**config.mk**
```make
export PLATFORM = sky130hd
export DESIGN_NAME = control_panel
export DESIGN_NICKNAME = d
export VERILOG_FILES = /design/src/serial_pkg.sv /design/src/panel_pkg.sv /design/src/control_panel.sv /design/src/uart_tx.sv /design/src/tx_fifo.sv /design/src/panel_report.sv /design/src/panel_keys.sv /design/src/rx_panel_input.sv
export SDC_FILE = /design/constraint.sdc
export NUM_CORES = 1
export LEC_CHECK = 0
export BUFFER_PORTS_ARGS = -buffer_cell sky130_fd_sc_hd__buf_2
export CAP_MARGIN = 10
export CORE_MARGIN = 1.5
export CORE_UTILIZATION = 39
export CTS_CLUSTER_SIZE = 12
export DETAILED_ROUTE_END_ITERATION = 16
export GPL_ROUTABILITY_DRIVEN = 0
export MAX_ROUTING_LAYER = met4
export PLACE_DENSITY = 0.67
export SLEW_MARGIN = 20
export SYNTH_ARGS = -nofsm -noshare
export SYNTH_HDL_FRONTEND = slang
export SYNTH_HIERARCHICAL = 1
export SYNTH_SLANG_ARGS = --single-unit
```
**constraint.sdc**
```tcl
create_clock -name clk_sys -period 4.2 [get_ports clk_sys]
set_input_delay 0.21 -clock clk_sys [delete_from_list [all_inputs] [get_ports clk_sys]]
set_output_delay 0.21 -clock clk_sys [all_outputs]
set_load 0.05 [all_outputs]
```
**src/serial_pkg.sv**
```systemverilog
// Serial link types for host command bytes and internal byte streams
`default_nettype none

package serial_pkg;

	typedef logic [7:0] byte_t;

	// Opcode in bits 7:6 of a host command byte
	typedef enum logic [1:0] {
		op_key    = 2'd0,
		op_rotary = 2'd1,
		op_data   = 2'd2,
		op_report = 2'd3
	} cmd_op_t;

	typedef struct packed {
		logic  valid;
		byte_t data;
	} byte_stream_t;

endpackage

`default_nettype wire

```
**src/panel_pkg.sv**
```systemverilog
// Control panel types for keys, rotary switch, register select and lamps
`default_nettype none

package panel_pkg;

	localparam int FN_KEY_COUNT = 12;

	// Function key positions within the key level vector
	typedef enum logic [3:0] {
		fn_start = 4'd0,
		fn_mode  = 4'd1,
		fn_clock = 4'd2,
		fn_stopn = 4'd3,
		fn_step  = 4'd4,
		fn_fetch = 4'd5,
		fn_store = 4'd6,
		fn_cycle = 4'd7,
		fn_load  = 4'd8,
		fn_bin   = 4'd9,
		fn_oprq  = 4'd10,
		fn_clear = 4'd11
	} fn_key_t;

	typedef logic [FN_KEY_COUNT-1:0] fn_keys_t;
	typedef logic [3:0] rotary_pos_t;
	typedef logic [15:0] data_word_t;

	// Five report bytes, first byte in the top bits
	typedef logic [39:0] report_word_t;

	// Register select lines towards the CPU
	typedef struct packed {
		logic wre;
		logic rsc;
		logic rsb;
		logic rsa;
		logic wic;
		logic wac;
		logic war;
		logic wir;
		logic wrs;
		logic wrz;
		logic wkb;
	} reg_select_t;

	// Lamp states in report order, mode is the top bit
	typedef struct packed {
		logic mode;
		logic stop_n;
		logic zeg;
		logic q;
		logic p;
		logic mc_n;
		logic irq;
		logic run;
		logic wait_st;
		logic alarm;
	} lamps_t;

endpackage

`default_nettype wire
```
**src/control_panel.sv**
```systemverilog
// Operator control panel top with host command input and serial lamp reports
`default_nettype none

module control_panel #(
	parameter int CLK_SYS_HZ     = 1000,
	parameter int UART_BAUD      = 250,
	parameter int TIMER_CYCLE_MS = 20,
	parameter int FIFO_DEPTH     = 8
) (
	input  wire logic                     clk_sys,
	input  wire logic                     hlt_n,
	input  wire serial_pkg::byte_stream_t rx_in,
	output logic                          txd,
	input  wire logic                     p0,
	input  wire panel_pkg::data_word_t    w,
	input  wire logic                     p,
	input  wire logic                     mc_0,
	input  wire logic                     alarm,
	input  wire logic                     wait_st,
	input  wire logic                     irq,
	input  wire logic                     q,
	input  wire logic                     run,
	output panel_pkg::data_word_t         kl,
	output panel_pkg::reg_select_t        reg_sel,
	output logic                          work,
	output logic                          start,
	output logic                          stop,
	output logic                          mode,
	output logic                          stop_n,
	output logic                          dcl,
	output logic                          step,
	output logic                          fetch,
	output logic                          store,
	output logic                          cycle,
	output logic                          load,
	output logic                          bin,
	output logic                          oprq,
	output logic                          zegar
);

	localparam int CLKS_PER_BIT = CLK_SYS_HZ / UART_BAUD;

	panel_pkg::fn_keys_t      fn_keys;
	panel_pkg::rotary_pos_t   rotary;
	panel_pkg::lamps_t        lamps;
	logic                     report_req;
	serial_pkg::byte_stream_t report_stream;
	logic                     report_ready;
	logic                     fifo_valid;
	serial_pkg::byte_t        fifo_data;
	logic                     uart_ready;

	rx_panel_input rx_panel_input_i (
		.clk_sys    (clk_sys),
		.hlt_n      (hlt_n),
		.rx_in      (rx_in),
		.fn_keys    (fn_keys),
		.rotary     (rotary),
		.kl         (kl),
		.report_req (report_req)
	);

	panel_keys #(
		.CLK_SYS_HZ     (CLK_SYS_HZ),
		.TIMER_CYCLE_MS (TIMER_CYCLE_MS)
	) panel_keys_i (
		.clk_sys (clk_sys),
		.hlt_n   (hlt_n),
		.fn_keys (fn_keys),
		.rotary  (rotary),
		.p0      (p0),
		.work    (work),
		.start   (start),
		.stop    (stop),
		.mode    (mode),
		.stop_n  (stop_n),
		.dcl     (dcl),
		.step    (step),
		.fetch   (fetch),
		.store   (store),
		.cycle   (cycle),
		.load    (load),
		.bin     (bin),
		.oprq    (oprq),
		.zegar   (zegar),
		.reg_sel (reg_sel)
	);

	// Lamp word, the microcycle lamp shows the inverted mc_0
	assign lamps.mode    = mode;
	assign lamps.stop_n  = stop_n;
	assign lamps.zeg     = fn_keys[panel_pkg::fn_clock];
	assign lamps.q       = q;
	assign lamps.p       = p;
	assign lamps.mc_n    = ~mc_0;
	assign lamps.irq     = irq;
	assign lamps.run     = run;
	assign lamps.wait_st = wait_st;
	assign lamps.alarm   = alarm;

	panel_report panel_report_i (
		.clk_sys    (clk_sys),
		.hlt_n      (hlt_n),
		.report_req (report_req),
		.w          (w),
		.lamps      (lamps),
		.rotary     (rotary),
		.out_stream (report_stream),
		.out_ready  (report_ready)
	);

	tx_fifo #(
		.FIFO_DEPTH (FIFO_DEPTH)
	) tx_fifo_i (
		.clk_sys   (clk_sys),
		.hlt_n     (hlt_n),
		.in_stream (report_stream),
		.in_ready  (report_ready),
		.out_valid (fifo_valid),
		.out_data  (fifo_data),
		.out_ready (uart_ready)
	);

	uart_tx #(
		.CLKS_PER_BIT (CLKS_PER_BIT)
	) uart_tx_i (
		.clk_sys  (clk_sys),
		.hlt_n    (hlt_n),
		.in_valid (fifo_valid),
		.in_data  (fifo_data),
		.in_ready (uart_ready),
		.txd      (txd)
	);

endmodule

`default_nettype wire

```
**src/uart_tx.sv**
```systemverilog
// UART transmitter sending 8N1 bytes on TXD, LSB first
`default_nettype none

module uart_tx #(
	parameter int CLKS_PER_BIT = 4
) (
	input  wire logic               clk_sys,
	input  wire logic               hlt_n,
	input  wire logic               in_valid,
	input  wire serial_pkg::byte_t  in_data,
	output logic                    in_ready,
	output logic                    txd
);

	localparam int CNT_W = $clog2(CLKS_PER_BIT + 1);

	typedef enum logic [1:0] {
		st_idle,
		st_start,
		st_data,
		st_stop
	} tx_state_t;

	tx_state_t         state;
	logic [CNT_W-1:0]  bit_cnt;
	logic [2:0]        bit_idx;
	serial_pkg::byte_t shift;
	logic              bit_done;

	assign in_ready = (state == st_idle);
	assign bit_done = (bit_cnt == CNT_W'(CLKS_PER_BIT - 1));

	always_ff @(posedge clk_sys or posedge hlt_n) begin
		if (hlt_n) begin
			state   <= st_idle;
			bit_cnt <= '0;
			bit_idx <= '0;
			txd     <= 1'b1;
		end else begin
			bit_cnt <= bit_done ? '0 : bit_cnt + 1'b1;
			case (state)
				st_idle: begin
					bit_cnt <= '0;
					if (in_valid) begin
						state <= st_start;
						txd   <= 1'b0;
					end
				end
				st_start: begin
					if (bit_done) begin
						state   <= st_data;
						bit_idx <= '0;
						txd     <= shift[0];
					end
				end
				st_data: begin
					if (bit_done) begin
						if (bit_idx == 3'd7) begin
							state <= st_stop;
							txd   <= 1'b1;
						end else begin
							bit_idx <= bit_idx + 1'b1;
							txd     <= shift[1];
						end
					end
				end
				st_stop: begin
					if (bit_done) state <= st_idle;
				end
				default: state <= st_idle;
			endcase
		end
	end

	// Shift register loads on accept and moves one bit per data period
	always_ff @(posedge clk_sys) begin
		if (state == st_idle && in_valid) begin
			shift <= in_data;
		end else if (state == st_data && bit_done) begin
			shift <= shift >> 1;
		end
	end

endmodule

`default_nettype wire

```
**src/tx_fifo.sv**
```systemverilog
// Byte FIFO between the report producer and the UART transmitter
`default_nettype none

module tx_fifo #(
	parameter int FIFO_DEPTH = 8
) (
	input  wire logic                     clk_sys,
	input  wire logic                     hlt_n,
	input  wire serial_pkg::byte_stream_t in_stream,
	output logic                          in_ready,
	output logic                          out_valid,
	output serial_pkg::byte_t             out_data,
	input  wire logic                     out_ready
);

	localparam int PTR_W = $clog2(FIFO_DEPTH);

	serial_pkg::byte_t mem [FIFO_DEPTH];
	logic [PTR_W-1:0]  wr_ptr;
	logic [PTR_W-1:0]  rd_ptr;
	logic [PTR_W:0]    fill;
	logic              do_write;
	logic              do_read;

	assign in_ready  = (fill != (PTR_W + 1)'(FIFO_DEPTH));
	assign out_valid = (fill != '0);
	assign out_data  = mem[rd_ptr];

	assign do_write = in_stream.valid & in_ready;
	assign do_read  = out_valid & out_ready;

	always_ff @(posedge clk_sys) begin
		if (do_write) begin
			mem[wr_ptr] <= in_stream.data;
		end
	end

	// Pointers wrap naturally since the depth is a power of two
	always_ff @(posedge clk_sys or posedge hlt_n) begin
		if (hlt_n) begin
			wr_ptr <= '0;
			rd_ptr <= '0;
			fill   <= '0;
		end else begin
			if (do_write) wr_ptr <= wr_ptr + 1'b1;
			if (do_read) rd_ptr <= rd_ptr + 1'b1;
			case ({do_write, do_read})
				2'b10: fill <= fill + 1'b1;
				2'b01: fill <= fill - 1'b1;
				default: fill <= fill;
			endcase
		end
	end

endmodule

`default_nettype wire

```
**src/panel_report.sv**
```systemverilog
// Lamp report producer that snapshots the panel and emits a five-byte frame
`default_nettype none

module panel_report (
	input  wire logic                   clk_sys,
	input  wire logic                   hlt_n,
	input  wire logic                   report_req,
	input  wire panel_pkg::data_word_t  w,
	input  wire panel_pkg::lamps_t      lamps,
	input  wire panel_pkg::rotary_pos_t rotary,
	output serial_pkg::byte_stream_t    out_stream,
	input  wire logic                   out_ready
);

	typedef enum logic {
		st_idle,
		st_send
	} report_state_t;

	report_state_t           state;
	panel_pkg::report_word_t snap;
	logic [2:0]              byte_idx;
	serial_pkg::byte_t       cur_byte;

	always_ff @(posedge clk_sys or posedge hlt_n) begin
		if (hlt_n) begin
			state    <= st_idle;
			byte_idx <= '0;
		end else begin
			case (state)
				st_idle: begin
					if (report_req) begin
						byte_idx <= '0;
						state    <= st_send;
					end
				end
				st_send: begin
					// Requests arriving here are dropped
					if (out_ready) begin
						if (byte_idx == 3'd4) begin
							state <= st_idle;
						end else begin
							byte_idx <= byte_idx + 1'b1;
						end
					end
				end
				default: state <= st_idle;
			endcase
		end
	end

	// Frame contents are frozen at the accepted request
	always_ff @(posedge clk_sys) begin
		if (state == st_idle && report_req) begin
			snap <= {4'hA, rotary, w[7:0], w[15:8], 6'b000000, lamps};
		end
	end

	always_comb begin
		case (byte_idx)
			3'd0: cur_byte = snap[39:32];
			3'd1: cur_byte = snap[31:24];
			3'd2: cur_byte = snap[23:16];
			3'd3: cur_byte = snap[15:8];
			default: cur_byte = snap[7:0];
		endcase
	end

	assign out_stream.valid = (state == st_send);
	assign out_stream.data  = cur_byte;

endmodule

`default_nettype wire

```
**src/panel_keys.sv**
```systemverilog
// Key strobes for the CPU, stop toggle, rotary decode and real-time clock tick
`default_nettype none

module panel_keys #(
	parameter int CLK_SYS_HZ     = 1000,
	parameter int TIMER_CYCLE_MS = 20
) (
	input  wire logic                   clk_sys,
	input  wire logic                   hlt_n,
	input  wire panel_pkg::fn_keys_t    fn_keys,
	input  wire panel_pkg::rotary_pos_t rotary,
	input  wire logic                   p0,
	output logic                        work,
	output logic                        start,
	output logic                        stop,
	output logic                        mode,
	output logic                        stop_n,
	output logic                        dcl,
	output logic                        step,
	output logic                        fetch,
	output logic                        store,
	output logic                        cycle,
	output logic                        load,
	output logic                        bin,
	output logic                        oprq,
	output logic                        zegar,
	output panel_pkg::reg_select_t      reg_sel
);

	localparam int TICK_CYCLES = CLK_SYS_HZ * TIMER_CYCLE_MS / 1000;
	localparam int TICK_W      = $clog2(TICK_CYCLES + 1);

	logic              prev_work;
	logic              prev_stopn;
	logic              clock_key;
	logic [TICK_W-1:0] tick_cnt;
	logic [3:0]        rs_index;

	assign work = fn_keys[panel_pkg::fn_start];
	assign start = work & ~prev_work;
	assign stop  = ~work & prev_work;

	assign mode = fn_keys[panel_pkg::fn_mode];
	assign dcl  = fn_keys[panel_pkg::fn_clear];
	assign step = fn_keys[panel_pkg::fn_step];
	assign oprq = fn_keys[panel_pkg::fn_oprq];

	// Memory keys only act while the CPU allows it
	assign fetch = fn_keys[panel_pkg::fn_fetch] & p0;
	assign store = fn_keys[panel_pkg::fn_store] & p0;
	assign cycle = fn_keys[panel_pkg::fn_cycle] & p0;
	assign load  = fn_keys[panel_pkg::fn_load] & p0;
	assign bin   = fn_keys[panel_pkg::fn_bin] & p0;

	always_ff @(posedge clk_sys or posedge hlt_n) begin
		if (hlt_n) begin
			prev_work  <= 1'b0;
			prev_stopn <= 1'b0;
			stop_n     <= 1'b0;
		end else begin
			prev_work  <= work;
			prev_stopn <= fn_keys[panel_pkg::fn_stopn];
			if (fn_keys[panel_pkg::fn_stopn] && !prev_stopn) begin
				stop_n <= ~stop_n;
			end
		end
	end

	// Rotary positions 7 to 14 pick one of eight user registers
	assign rs_index = rotary - 4'd7;

	always_comb begin
		reg_sel = '0;
		case (rotary)
			4'd0: reg_sel.wkb = 1'b1;
			4'd1: reg_sel.wrz = 1'b1;
			4'd2: reg_sel.wrs = 1'b1;
			4'd3: reg_sel.wir = 1'b1;
			4'd4: reg_sel.war = 1'b1;
			4'd5: reg_sel.wac = 1'b1;
			4'd6: reg_sel.wic = 1'b1;
			4'd15: reg_sel = '0;
			default: begin
				reg_sel.wre = 1'b1;
				{reg_sel.rsc, reg_sel.rsb, reg_sel.rsa} = rs_index[2:0];
			end
		endcase
	end

	assign clock_key = fn_keys[panel_pkg::fn_clock];

	// Tick timer, held at zero while the clock key is off
	always_ff @(posedge clk_sys or posedge hlt_n) begin
		if (hlt_n) begin
			tick_cnt <= '0;
			zegar    <= 1'b0;
		end else if (!clock_key) begin
			tick_cnt <= '0;
			zegar    <= 1'b0;
		end else if (tick_cnt == TICK_W'(TICK_CYCLES - 1)) begin
			tick_cnt <= '0;
			zegar    <= 1'b1;
		end else begin
			tick_cnt <= tick_cnt + 1'b1;
			zegar    <= 1'b0;
		end
	end

endmodule

`default_nettype wire

```
**src/rx_panel_input.sv**
```systemverilog
// Host command decoder that holds the key levels, rotary position and data keys
`default_nettype none

module rx_panel_input (
	input  wire logic                      clk_sys,
	input  wire logic                      hlt_n,
	input  wire serial_pkg::byte_stream_t  rx_in,
	output panel_pkg::fn_keys_t            fn_keys,
	output panel_pkg::rotary_pos_t         rotary,
	output panel_pkg::data_word_t          kl,
	output logic                           report_req
);

	serial_pkg::cmd_op_t op;
	logic [3:0]          key_idx;
	logic [3:0]          nibble_val;
	logic [1:0]          nibble_sel;

	assign op         = serial_pkg::cmd_op_t'(rx_in.data[7:6]);
	assign key_idx    = rx_in.data[3:0];
	assign nibble_val = rx_in.data[3:0];
	assign nibble_sel = rx_in.data[5:4];

	always_ff @(posedge clk_sys or posedge hlt_n) begin
		if (hlt_n) begin
			fn_keys    <= '0;
			rotary     <= '0;
			kl         <= '0;
			report_req <= 1'b0;
		end else begin
			report_req <= 1'b0;
			if (rx_in.valid) begin
				case (op)
					serial_pkg::op_key: begin
						// Keys 12 to 15 do not exist on the panel
						if (key_idx < 4'(panel_pkg::FN_KEY_COUNT)) begin
							fn_keys[key_idx] <= rx_in.data[4];
						end
					end
					serial_pkg::op_rotary: begin
						rotary <= rx_in.data[3:0];
					end
					serial_pkg::op_data: begin
						// Nibble 0 is the most significant one
						kl[{~nibble_sel, 2'b00} +: 4] <= nibble_val;
					end
					serial_pkg::op_report: begin
						report_req <= 1'b1;
					end
					default: begin
						report_req <= 1'b0;
					end
				endcase
			end
		end
	end

endmodule

`default_nettype wire

```
### Word level (Yosys, flattened, before mapping)

Memories as Yosys holds them, arrays and structs flattened.
Index checks and enable logic that the tools add are counted.

| storage, ports and cells | value |
|---|---|
| bits in registers | 103 |
| latch bits | 0 |
| RAM bits | 64 |
| ROM bits | 0 |
| input bits | 35 |
| memories kept | 1 |

Memories:

| name | words | width | rd ports | clocked after memory_dff | wr ports | RTL line | RTL |
|---|---|---|---|---|---|---|---|
| tx_fifo_i.mem | 8 | 8 | 1 | 0 | 1 | tx_fifo.sv:18 | `serial_pkg::byte_t mem [FIFO_DEPTH];` |

| cells by class | value |
|---|---|
| add/subtract/negate cells | 10 |
| $mul | 0 |
| div/mod/pow operators | 0 |
| $lt $le $gt $ge | 3 |
| equal/unequal tests | 32 |
| shift-type cells | 2 |
| multiplexer cells | 49 |
| bitwise logic cells | 15 |
| reductions and logical operators | 23 |

Operator list:

| cell | count |
|---|---|
| 8-bit one-hot mux with 4 select lines | 1 |
| 3-bit two-way mux | 8 |
| 1-bit two-way mux | 21 |
| 16-bit bitwise mux | 1 |
| 8-bit two-way mux | 2 |
| 4-bit by 6-bit variable shift with 16-bit output (first input constant) | 1 |
| 4-bit by 6-bit variable part select with 16-bit output | 1 |
| 3-bit by 1-bit adder with 3-bit output (second input constant) | 5 |
| 12-bit bitwise mux | 1 |
| 4-bit by 3-bit == test with 1-bit output (second input constant) | 3 |
| 2-bit by 1-bit inequality test with 1-bit output (second input constant) | 6 |
| 3-bit one-hot mux with 2 select lines | 2 |
| 2-bit == test (second input constant) | 5 |
| 2-bit two-way mux | 5 |
| 5-bit two-way mux | 2 |
| 1-bit bitwise AND | 9 |
| 3-bit by 2-bit == test with 1-bit output (second input constant) | 3 |
| 4-bit by 2-bit == test with 1-bit output (second input constant) | 2 |
| 2-bit one-hot mux with 4 select lines | 1 |
| 4-bit one-hot mux with 2 select lines | 1 |
| 4-bit AND reduction | 2 |
| 8-bit OR reduction | 1 |
| 2-bit by 1-bit == test with 1-bit output (second input constant) | 3 |
| 3-bit == test (second input constant) | 2 |
| 31 further kinds | 46 |

### Logic depth before layout (Yosys ltp)

Gate-level depths: netlist of the first run.

| depth | value |
|---|---|
| depth after elaboration | 5 |
| gate-level depth with buffers | 9 |

### By module

Netlist of the first run, hierarchy kept.

By module, submodules not included:

| module | instances | cells an instance | area an instance (um2) | seq. area each (um2) |
|---|---|---|---|---|
| tx_fifo | 1 | 159 | 3,131.8 | 2,172.1 |
| rx_panel_input | 1 | 120 | 1,527.7 | 825.8 |
| panel_report | 1 | 83 | 1,396.3 | 1,001.0 |
| uart_tx | 1 | 70 | 887.1 | 466.7 |
| panel_keys | 1 | 66 | 624.3 | 225.2 |
| control_panel | 1 | 1 | 3.8 | 0.0 |

### Least setup slack after synthesis of the first run

OpenSTA, ideal clock, no wires.

| timing | value |
|---|---|
| path kind | reg2reg |
| start point | register tx_fifo_i.fill[0] |
| end point | register tx_fifo_i.fill[3] |
| arrival time | 2.571 ns |
| required time | 4.066 ns |
| setup slack | 1.495 ns |
| cell stages (with the launch flop) | 9 |
| buffers on the path | 1 |
| clock period less this slack | 2.705 ns |
| cells stage by stage | dfrtp_1 > or4b_1 > clkbuf_2 > nand2_4 > ha_1 > ha_1 > or4b_2 > o311ai_0 > o211ai_1 |

| on the way | value |
|---|---|
| longest elaborated chain between the ends | 4 |

RTL lines:

| item | RTL line | RTL |
|---|---|---|
| start, declared | tx_fifo.sv:21 | `logic [PTR_W:0] fill;` |
| start signal, assigned | tx_fifo.sv:48 | `2'b10: fill <= fill + 1'b1;` |
| start signal, assigned | tx_fifo.sv:49 | `2'b01: fill <= fill - 1'b1;` |
| start signal, assigned | tx_fifo.sv:50 | `default: fill <= fill;` |
| 4-bit inequality test * | tx_fifo.sv:25 | `assign in_ready = (fill != (PTR_W + 1)'(FIFO_DEPTH));` |
| net report_ready | control_panel.sv:48 | `logic report_ready;` |
| 1-bit bitwise AND * | tx_fifo.sv:29 | `assign do_write = in_stream.valid & in_ready;` |
| 2-bit by 1-bit == test with 1-bit output or 2-bit == test (tied branches) | tx_fifo.sv:47 | `case ({do_write, do_read})` |
| 4-bit one-hot mux with 2 select lines or 2-bit nonzero test (tied branches) | -- |  |

Mark *: on every way through the listed nets, which the timed path passes. The rest lies on a longest branch.
A chain may end at the register's enable or synchronous reset.

### Final worst setup path of the first run

Ends and elaborated chain as after synthesis.

==> results of run 1 <==
worst max path at each step:
| stage | start | endpoint | slack, ps | cells after the start |
|---|---|---|---|---|
| after global placement | tx_fifo_i/fill[0] | tx_fifo_i/fill[3] | 1370 | 7 |
| after detailed placement | tx_fifo_i/fill[0] | tx_fifo_i/fill[3] | 1190 | 7 |
| after floorplan | tx_fifo_i/fill[0] | tx_fifo_i/fill[3] | 1500 | 8 |
| after CTS | tx_fifo_i/fill[0] | tx_fifo_i/fill[3] | 1180 | 7 |
| final | tx_fifo_i/fill[0] | tx_fifo_i/fill[3] | 1140 | 7 |
| after global routing | tx_fifo_i/fill[0] | tx_fifo_i/fill[3] | 1060 | 7 |
state kept, by name (all words and copies together) (netlist names), 3 cells and up:
signal and cells:
tx_fifo_i/wr_ptr 3, panel_report_i/byte_idx 3, uart_tx_i/shift 8, tx_fifo_i/rd_ptr 3, panel_keys_i/tick_cnt 5, rx_panel_input_i/fn_keys 12
rx_panel_input_i/rotary 4, uart_tx_i/bit_cnt 3, tx_fifo_i/mem 64, panel_report_i/snap 30, uart_tx_i/bit_idx 3, tx_fifo_i/fill 4
rx_panel_input_i/kl 16
area by class of cell:
| type | count | area [um2] |
|---|---|---|
| Fill cell | 1656 | 9940 |
| Sequential cell | 167 | 4690 |
| Multi-Input combinational cell | 283 | 2620 |
| Timing Repair Buffer | 104 | 648 |
| Clock buffer | 17 | 425 |
| Tap cell | 260 | 325 |
| Clock inverter | 13 | 141 |
| Inverter | 26 | 97.6 |
what timing repair did:
action                                 in CTS  in global routing
setup buffers                               0                  0
gates resized for setup                     0                  0
endpoints found under the hold margin      86                  0
hold buffers                               23                  0
stage by stage:
stage | instance area, um2 | total power [uW] | utilization | hold slack [ps]
final | 8950 | 6040 | 0.474 | 72.8
after global routing | 8950 | 6380 | 0.474 | 67.7
after CTS | 8950 | 6090 | 0.474 | 19.1
after floorplan | 7570 | 4090 | - | -23.9
after detailed placement | 8150 | 4560 | 0.432 | 189
after global placement | 8150 | 4430 | 0.432 | 170
power by group through the flow:
stage	Sequential (uW)	Clock [uW]	Combinational (uW)
final	2600	1490	1960
after global routing	2640	1580	2150
after CTS	2600	1510	1970
after detailed placement	2630	0	1930
after global placement	2600	0	1830
after floorplan	2520	0	1580
layout by cell type, fill, tap and decap left out, drive strengths merged, types with 12 or more instances in the layout:
cell type	n
mux4	16
nand2	22
inv	32
nor2	14
nand3	14
mux2	35
dlygate4sd3	23
a22o	15
dfrtp	64
and2	15
edfxtp	102
clkbuf	17
o21ai	12
ha	29
buf	81
critical path, stage by stage, from the launching register on:
cell and delay, ps:
dfrtp_1 450, or4b_1 720, nand2_4 150, ha_1 330, ha_1 350, or4b_2 650, o311ai_0 150, o211ai_1 130
cells by family after synthesis:
kind of cell    Yosys count  synth area share
compound gates           65            0.0678
xor+xnor                  8           0.00926
fa+ha+maj                30            0.0506
buf+inv                  49            0.0344
flops                   167             0.620
mux                      56             0.115
simple gates            124             0.104
metal layers:
metal / part of all wire / vias to the layer above
li1: - / 2097
met1: 0.42 / 2251
met2: 0.53 / 150
met3: 0.047 / 19
met4: 0.012 / 0
met5: 0 / -
==> impl_metrics.yaml, run 1 <==
job:
  max_cap_viol_count: 0
sta:
  slew_viol_final: 0
  fin_worst_skew_ps: 13.0
  tightest_slew_ps: 938
  setup_viol: 0
  post-route-min-period_ps: 3060
  relSlewSlack: 0.372
  finalHoldViolations: 0
  fmax_mhz: 327
  tns_ps: 0
  rsz0062_at_grt: "false"
  timing.final.crit_share: 0.728
  setup_ws_ps: 1140
floorplan:
  core-area_um2: 18900
  initial_core_util: 0.401
  rows: 50
  pin_count: 77
  die_y_um: 142
  die_w_um: 142
  die_area_um2: 20300
worst_setup_path:
  cp_max_fo: 9
  cp.required_ps: 4490
  worstSetupEndpointType: "flop"
  startpoint_type: "flop"
  ff2ff_setup_slack_ps: 1140
  ff2ff_path_depth: 7
  path_class: "flop to flop"
  r2r_end: "tx_fifo_i/fill[3]"
  reg2reg_from: "tx_fifo_i/fill[0]"
  crit_arrival_ps: 3350
grt:
  grt_pass1_vias: 4770
  grt-ovfl-total: 0
  grt_pass1_wl_um: 24800
  grtUsageMet1: 0.192
  grt_max_degree: 34
  busiest_layer: "met2"
  use_met3: 0.0437
  grt.total_usage: 0.165
  antenna_found_initial: 0
  grt_use_met2: 0.283
cts:
  cts_root_buf: "clkbuf_16"
  clk_pin_slew_ps: 60
  numCtsBuffers: 17
  cts_htree_levels: 4
  cts_tree: "built"
  cts.sinks: 167
  cts_max_path_buffers: 2
  insertion_delay_ps: 430
synth:
  ys_types: 72
  yosysSeqAreaShare: 0.620
  postSynthAreaPerCell_um2: 15.2
  async_reset_ff_frac: 0.389
  synth_top_area_share: 0.405
  netlist_top_cells_count: "edfxtp_1 (102), dfrtp_1 (64), mux2_2 (32), ha_1 (29), inv_1 (25)"
  ys.warnings.count: 6
  netlist_instances: 499
  synth_seq_cells: 167
  ys.flop_type: "edfxtp_1"
  synth_edf_count: 102
  synth_top_cell_by_area: "edfxtp_1"
  netlist_area_um2: 7570
  synth_area_leaders: "edfxtp_1 (40%), dfrtp_1 (21%), mux4_1 (5.6%)"
  mappedNetlistNets: 564
  synth_most_common_cell: "edfxtp_1"
power:
  ir_worst_vdd_uv: 296
  p_int_uw: 3990
  clkPwrFrac: 0.246
  pwr-share-seq: 0.430
  leakagePower_uw: 0.00367
  power.switching_uw: 2060
  pwr_density_cell_nw_per_um2: 675
  switching_share: 0.340
  pwr-share-comb: 0.324
routing:
  wire_per_inst_um: 17.5
  wirelength_um: 15200
  drtIter0Drc: 271
  via_per_inst: 5.19
  drc_errors: 0
  dr.pass1.iters: 5
  ant_nets: 0
  num_vias: 4517
worst_hold_path:
  hp-start: "mc_0"
  min_to: "panel_report_i/snap[4]"
  min_path_cells: 2
  hp-class: "input pin to flop"
place:
  dp_cells: 817
  portBuffers: 76
  place_hpwl_um: 10400
  pre_cts_slack_ps: 1190
layout:
  drive_above_1_share: 0.280
  final_cells: 870
  fin_nets: 664
  syn_to_final_growth_pct: 18.2
  n_antenna_cell: 0
outcome:
  status: "complete, no violations"
(Power assumes the default switching activity.)
==> run 2: changes to the inputs <==
--- a/config.mk
+++ b/config.mk
@@ -5,6 +5,7 @@
 export SDC_FILE = /design/constraint.sdc
 export NUM_CORES = 1
 export LEC_CHECK = 0
+export ABC_AREA = 1
 export BUFFER_PORTS_ARGS = -buffer_cell sky130_fd_sc_hd__buf_2
 export CAP_MARGIN = 10
 export CORE_MARGIN = 1.5
@@ -13,7 +14,7 @@
 export DETAILED_ROUTE_END_ITERATION = 16
 export GPL_ROUTABILITY_DRIVEN = 0
 export MAX_ROUTING_LAYER = met4
-export PLACE_DENSITY = 0.67
+export PLACE_DENSITY = 0.69
 export SLEW_MARGIN = 20
 export SYNTH_ARGS = -nofsm -noshare
 export SYNTH_HDL_FRONTEND = slang
==> constraint.sdc (replaced) <==
create_clock -name clk_sys -period 2.5 [get_ports clk_sys]
set_input_delay 0.125 -clock clk_sys [delete_from_list [all_inputs] [get_ports clk_sys]]
set_output_delay 0.125 -clock clk_sys [all_outputs]
set_load 0.05 [all_outputs]
==> impl_metrics.yaml, run 2 <==
layout:
  largest_reg_flops: 64
  multi_input_area_um2: 2760
  layout_common_cells: "nand2_1 (285), nor2_1 (124), inv_1 (105)"
  syn_to_final_growth_pct: 19.0
  drive_above_1_share: 0.155
  final_common_cell: "nand2_1"
  regArea_um2: 4690
  fin_nets: 1057
  finalCoreUtilization: 0.474
  regMostFlops: "tx_fifo_i/mem"
  n_antenna_cell: 0
  fillerInstances: 1802
  reg.largest.list: "tx_fifo_i/mem: 64 flops, panel_report_i/snap: 30 flops, rx_panel_input_i/kl: 16 flops"
cts:
  cts_max_path_buffers: 2
  cts_htree_levels: 4
  clk_pin_slew_ps: 60
  insertion_delay_ps: 420
  numCtsBuffers: 17
  cts.sinks: 167
  cts_tree: "built"
  cts_root_buf: "clkbuf_16"
routing:
  dr.pass1.iters: 5
  drtIter0Drc: 397
  ant_nets: 0
  num_vias: 5845
  via_per_inst: 4.58
  wire_per_inst_um: 12.7
  wirelength_um: 16100
  drc_errors: 0
job:
  max_cap_viol_count: 0
sta:
  finalHoldViolations: 0
  setup_viol: 0
  tightest_slew_ps: 430
  slew_viol_final: 0
  tns_ps: 0
  hold_slack_ps: 32.5
  fin_worst_skew_ps: 7.97
  relSlewSlack: 0.714
  timing.final.crit_share: 0.878
  post-route-min-period_ps: 2190
  fmax_mhz: 456
  rsz0062_at_grt: "false"
grt:
  grt_max_degree: 65
  antenna_found_initial: 0
  grt_pass1_wl_um: 26900
  grt.total_usage: 0.163
  grt_pass1_vias: 5579
  grt-ovfl-total: 0
synth:
  ys.flop_type: "edfxtp_1"
  synth_area_leaders: "edfxtp_1 (38%), dfrtp_1 (20%), nand2_1 (13%)"
  synth_top_area_share: 0.380
  synth_seq_cells: 167
  synth-simple-area-share: 0.254
  netlist_instances: 879
  synthMuxAreaShare: 0.00979
  synthXorXnorAreaFrac: 0.0120
  mappedNetlistNets: 944
  netlist_area_um2: 8050
  synth_most_common_cell: "nand2_1"
  async_reset_ff_frac: 0.389
  synth_edf_count: 102
  synth_top_cell_by_area: "edfxtp_1"
  netlist_top_cells_count: "nand2_1 (285), nor2_1 (124), inv_1 (105), edfxtp_1 (102), dfrtp_1 (64)"
  synth_compound_area_frac: 0.0204
  synthAdderAreaFrac: 0.0475
  yosysSeqAreaShare: 0.583
  postSynthAreaPerCell_um2: 9.16
  synth_top_family_by_area: "simple AND/OR/NAND/NOR gates"
  ys.warnings.count: 6
  ys_types: 32
worst_setup_path:
  path_class: "flop to flop"
  cp_max_fo: 5
  worst_path_max_delay_cell: "dfrtp_1"
  ff2ff_path_depth: 11
  cp.required_ps: 2810
  worstSetupEndpointType: "flop"
  crit_path_frequent_cell: "nand2_1"
  startpoint_type: "flop"
  crit_arrival_ps: 2510
  crit_chain: "nor2_2 -> nand3_1 -> nand2_1 -> inv_1 -> ha_1 -> ha_1 -> or2_2 -> nand2_1 -> nand2_1 -> nand3_1 -> nand2_1"
  worst_path_largest_cell_delay_ps: 430
worst_hold_path:
  hp-class: "input pin to flop"
  min_path_cells: 3
power:
  pwr-share-comb: 0.368
  leakagePower_uw: 0.00465
  switching_share: 0.381
  pwr_density_cell_nw_per_um2: 1140
  p_int_uw: 6760
  power.switching_uw: 4170
  clkPwrFrac: 0.239
  pwr-share-seq: 0.394
  ir_worst_vdd_uv: 627
outcome:
  status: "complete, no violations"
floorplan:
  die_w_um: 147
  rows: 52
  core-area_um2: 20200
  initial_core_util: 0.398
  die_area_um2: 21500
  die_y_um: 147
  pin_count: 77
place:
  place_hpwl_um: 11000
  portBuffers: 76
==> run 2: power by group through the flow <==
stage	registers, uW	logic (uW)	clock network, uW
5_1_grt	4380	4590	2780
4_1_cts	4300	4040	2660
6_report	4300	4020	2610
3_5_place_dp	4350	3980	0
2_1_floorplan	4320	3020	0
3_3_place_gp	4330	3880	0
==> run 2: final cells by class <==
cell class	count	share of cell area
Timing Repair Buffer	118	0.0807
Clock inverter	15	0.0174
Sequential cell	167	0.490
Tap cell	270	0.0353
Inverter	113	0.0443
Clock buffer	17	0.0444
Multi-Input combinational cell	575	0.288
==> run 2: metrics by stage <==
stage | total power, uW | std cells | instance area, um2 | setup WS, ps
finish | 10900 | 1275 | 9580 | 306
global route | 11700 | 1275 | 9580 | 136
CTS | 11000 | 1275 | 9580 | 309
detailed placement | 8330 | 1217 | 8730 | 318
global placement | 8210 | 1217 | 8730 | 372
floorplan | 7340 | 879 | 8050 | 416
==> run 2: repair_timing <==
action                                  4_1_cts  5_1_grt
resized for setup                             0        0
endpoints found under the hold margin        88        0
endpoints found under the setup margin        0        0
hold buffers                                 26        0
setup buffers                                 0        0
==> run 2: critical path, delay by kind of cell (launching register included) <==
family / cells / cell delay, ps
fa+ha+maj: 2 / 540
simple gates: 8 / 1050
flops: 1 / 430
buf+inv: 1 / 80
==> run 2: metal layers <==
layer,track usage,share of wire
met5,-,0
met4,0.0455,0.0096
met3,0.0320,0.038
met2,0.276,0.50
met1,0.198,0.45
==> run 2: worst paths after layout <==
| check | start | to | slack, ps |
|---|---|---|---|
| worst min-delay path | rx_in[6] | rx_panel_input_i/report_req | 30 |
| max in group asynchronous | hlt_n | rx_panel_input_i/report_req | 1750 |
| worst max-delay path | tx_fifo_i/fill[0] | tx_fifo_i/fill[3] | 310 |
| worst min register to register | rx_panel_input_i/fn_keys[3] | panel_keys_i/prev_stopn | 410 |
| min in group asynchronous | hlt_n | panel_report_i/byte_idx[1] | 220 |
| worst max register to register | tx_fifo_i/fill[0] | tx_fifo_i/fill[3] | 310 |
==> run 2: kinds of logic (layout without fill, tap and decap cells) <==
family	Yosys count	in the layout
buf+inv	137	263
xor+xnor	11	11
compound gates	29	29
mux	7	7
simple gates	498	498
flops	167	167
fa+ha+maj	30	30
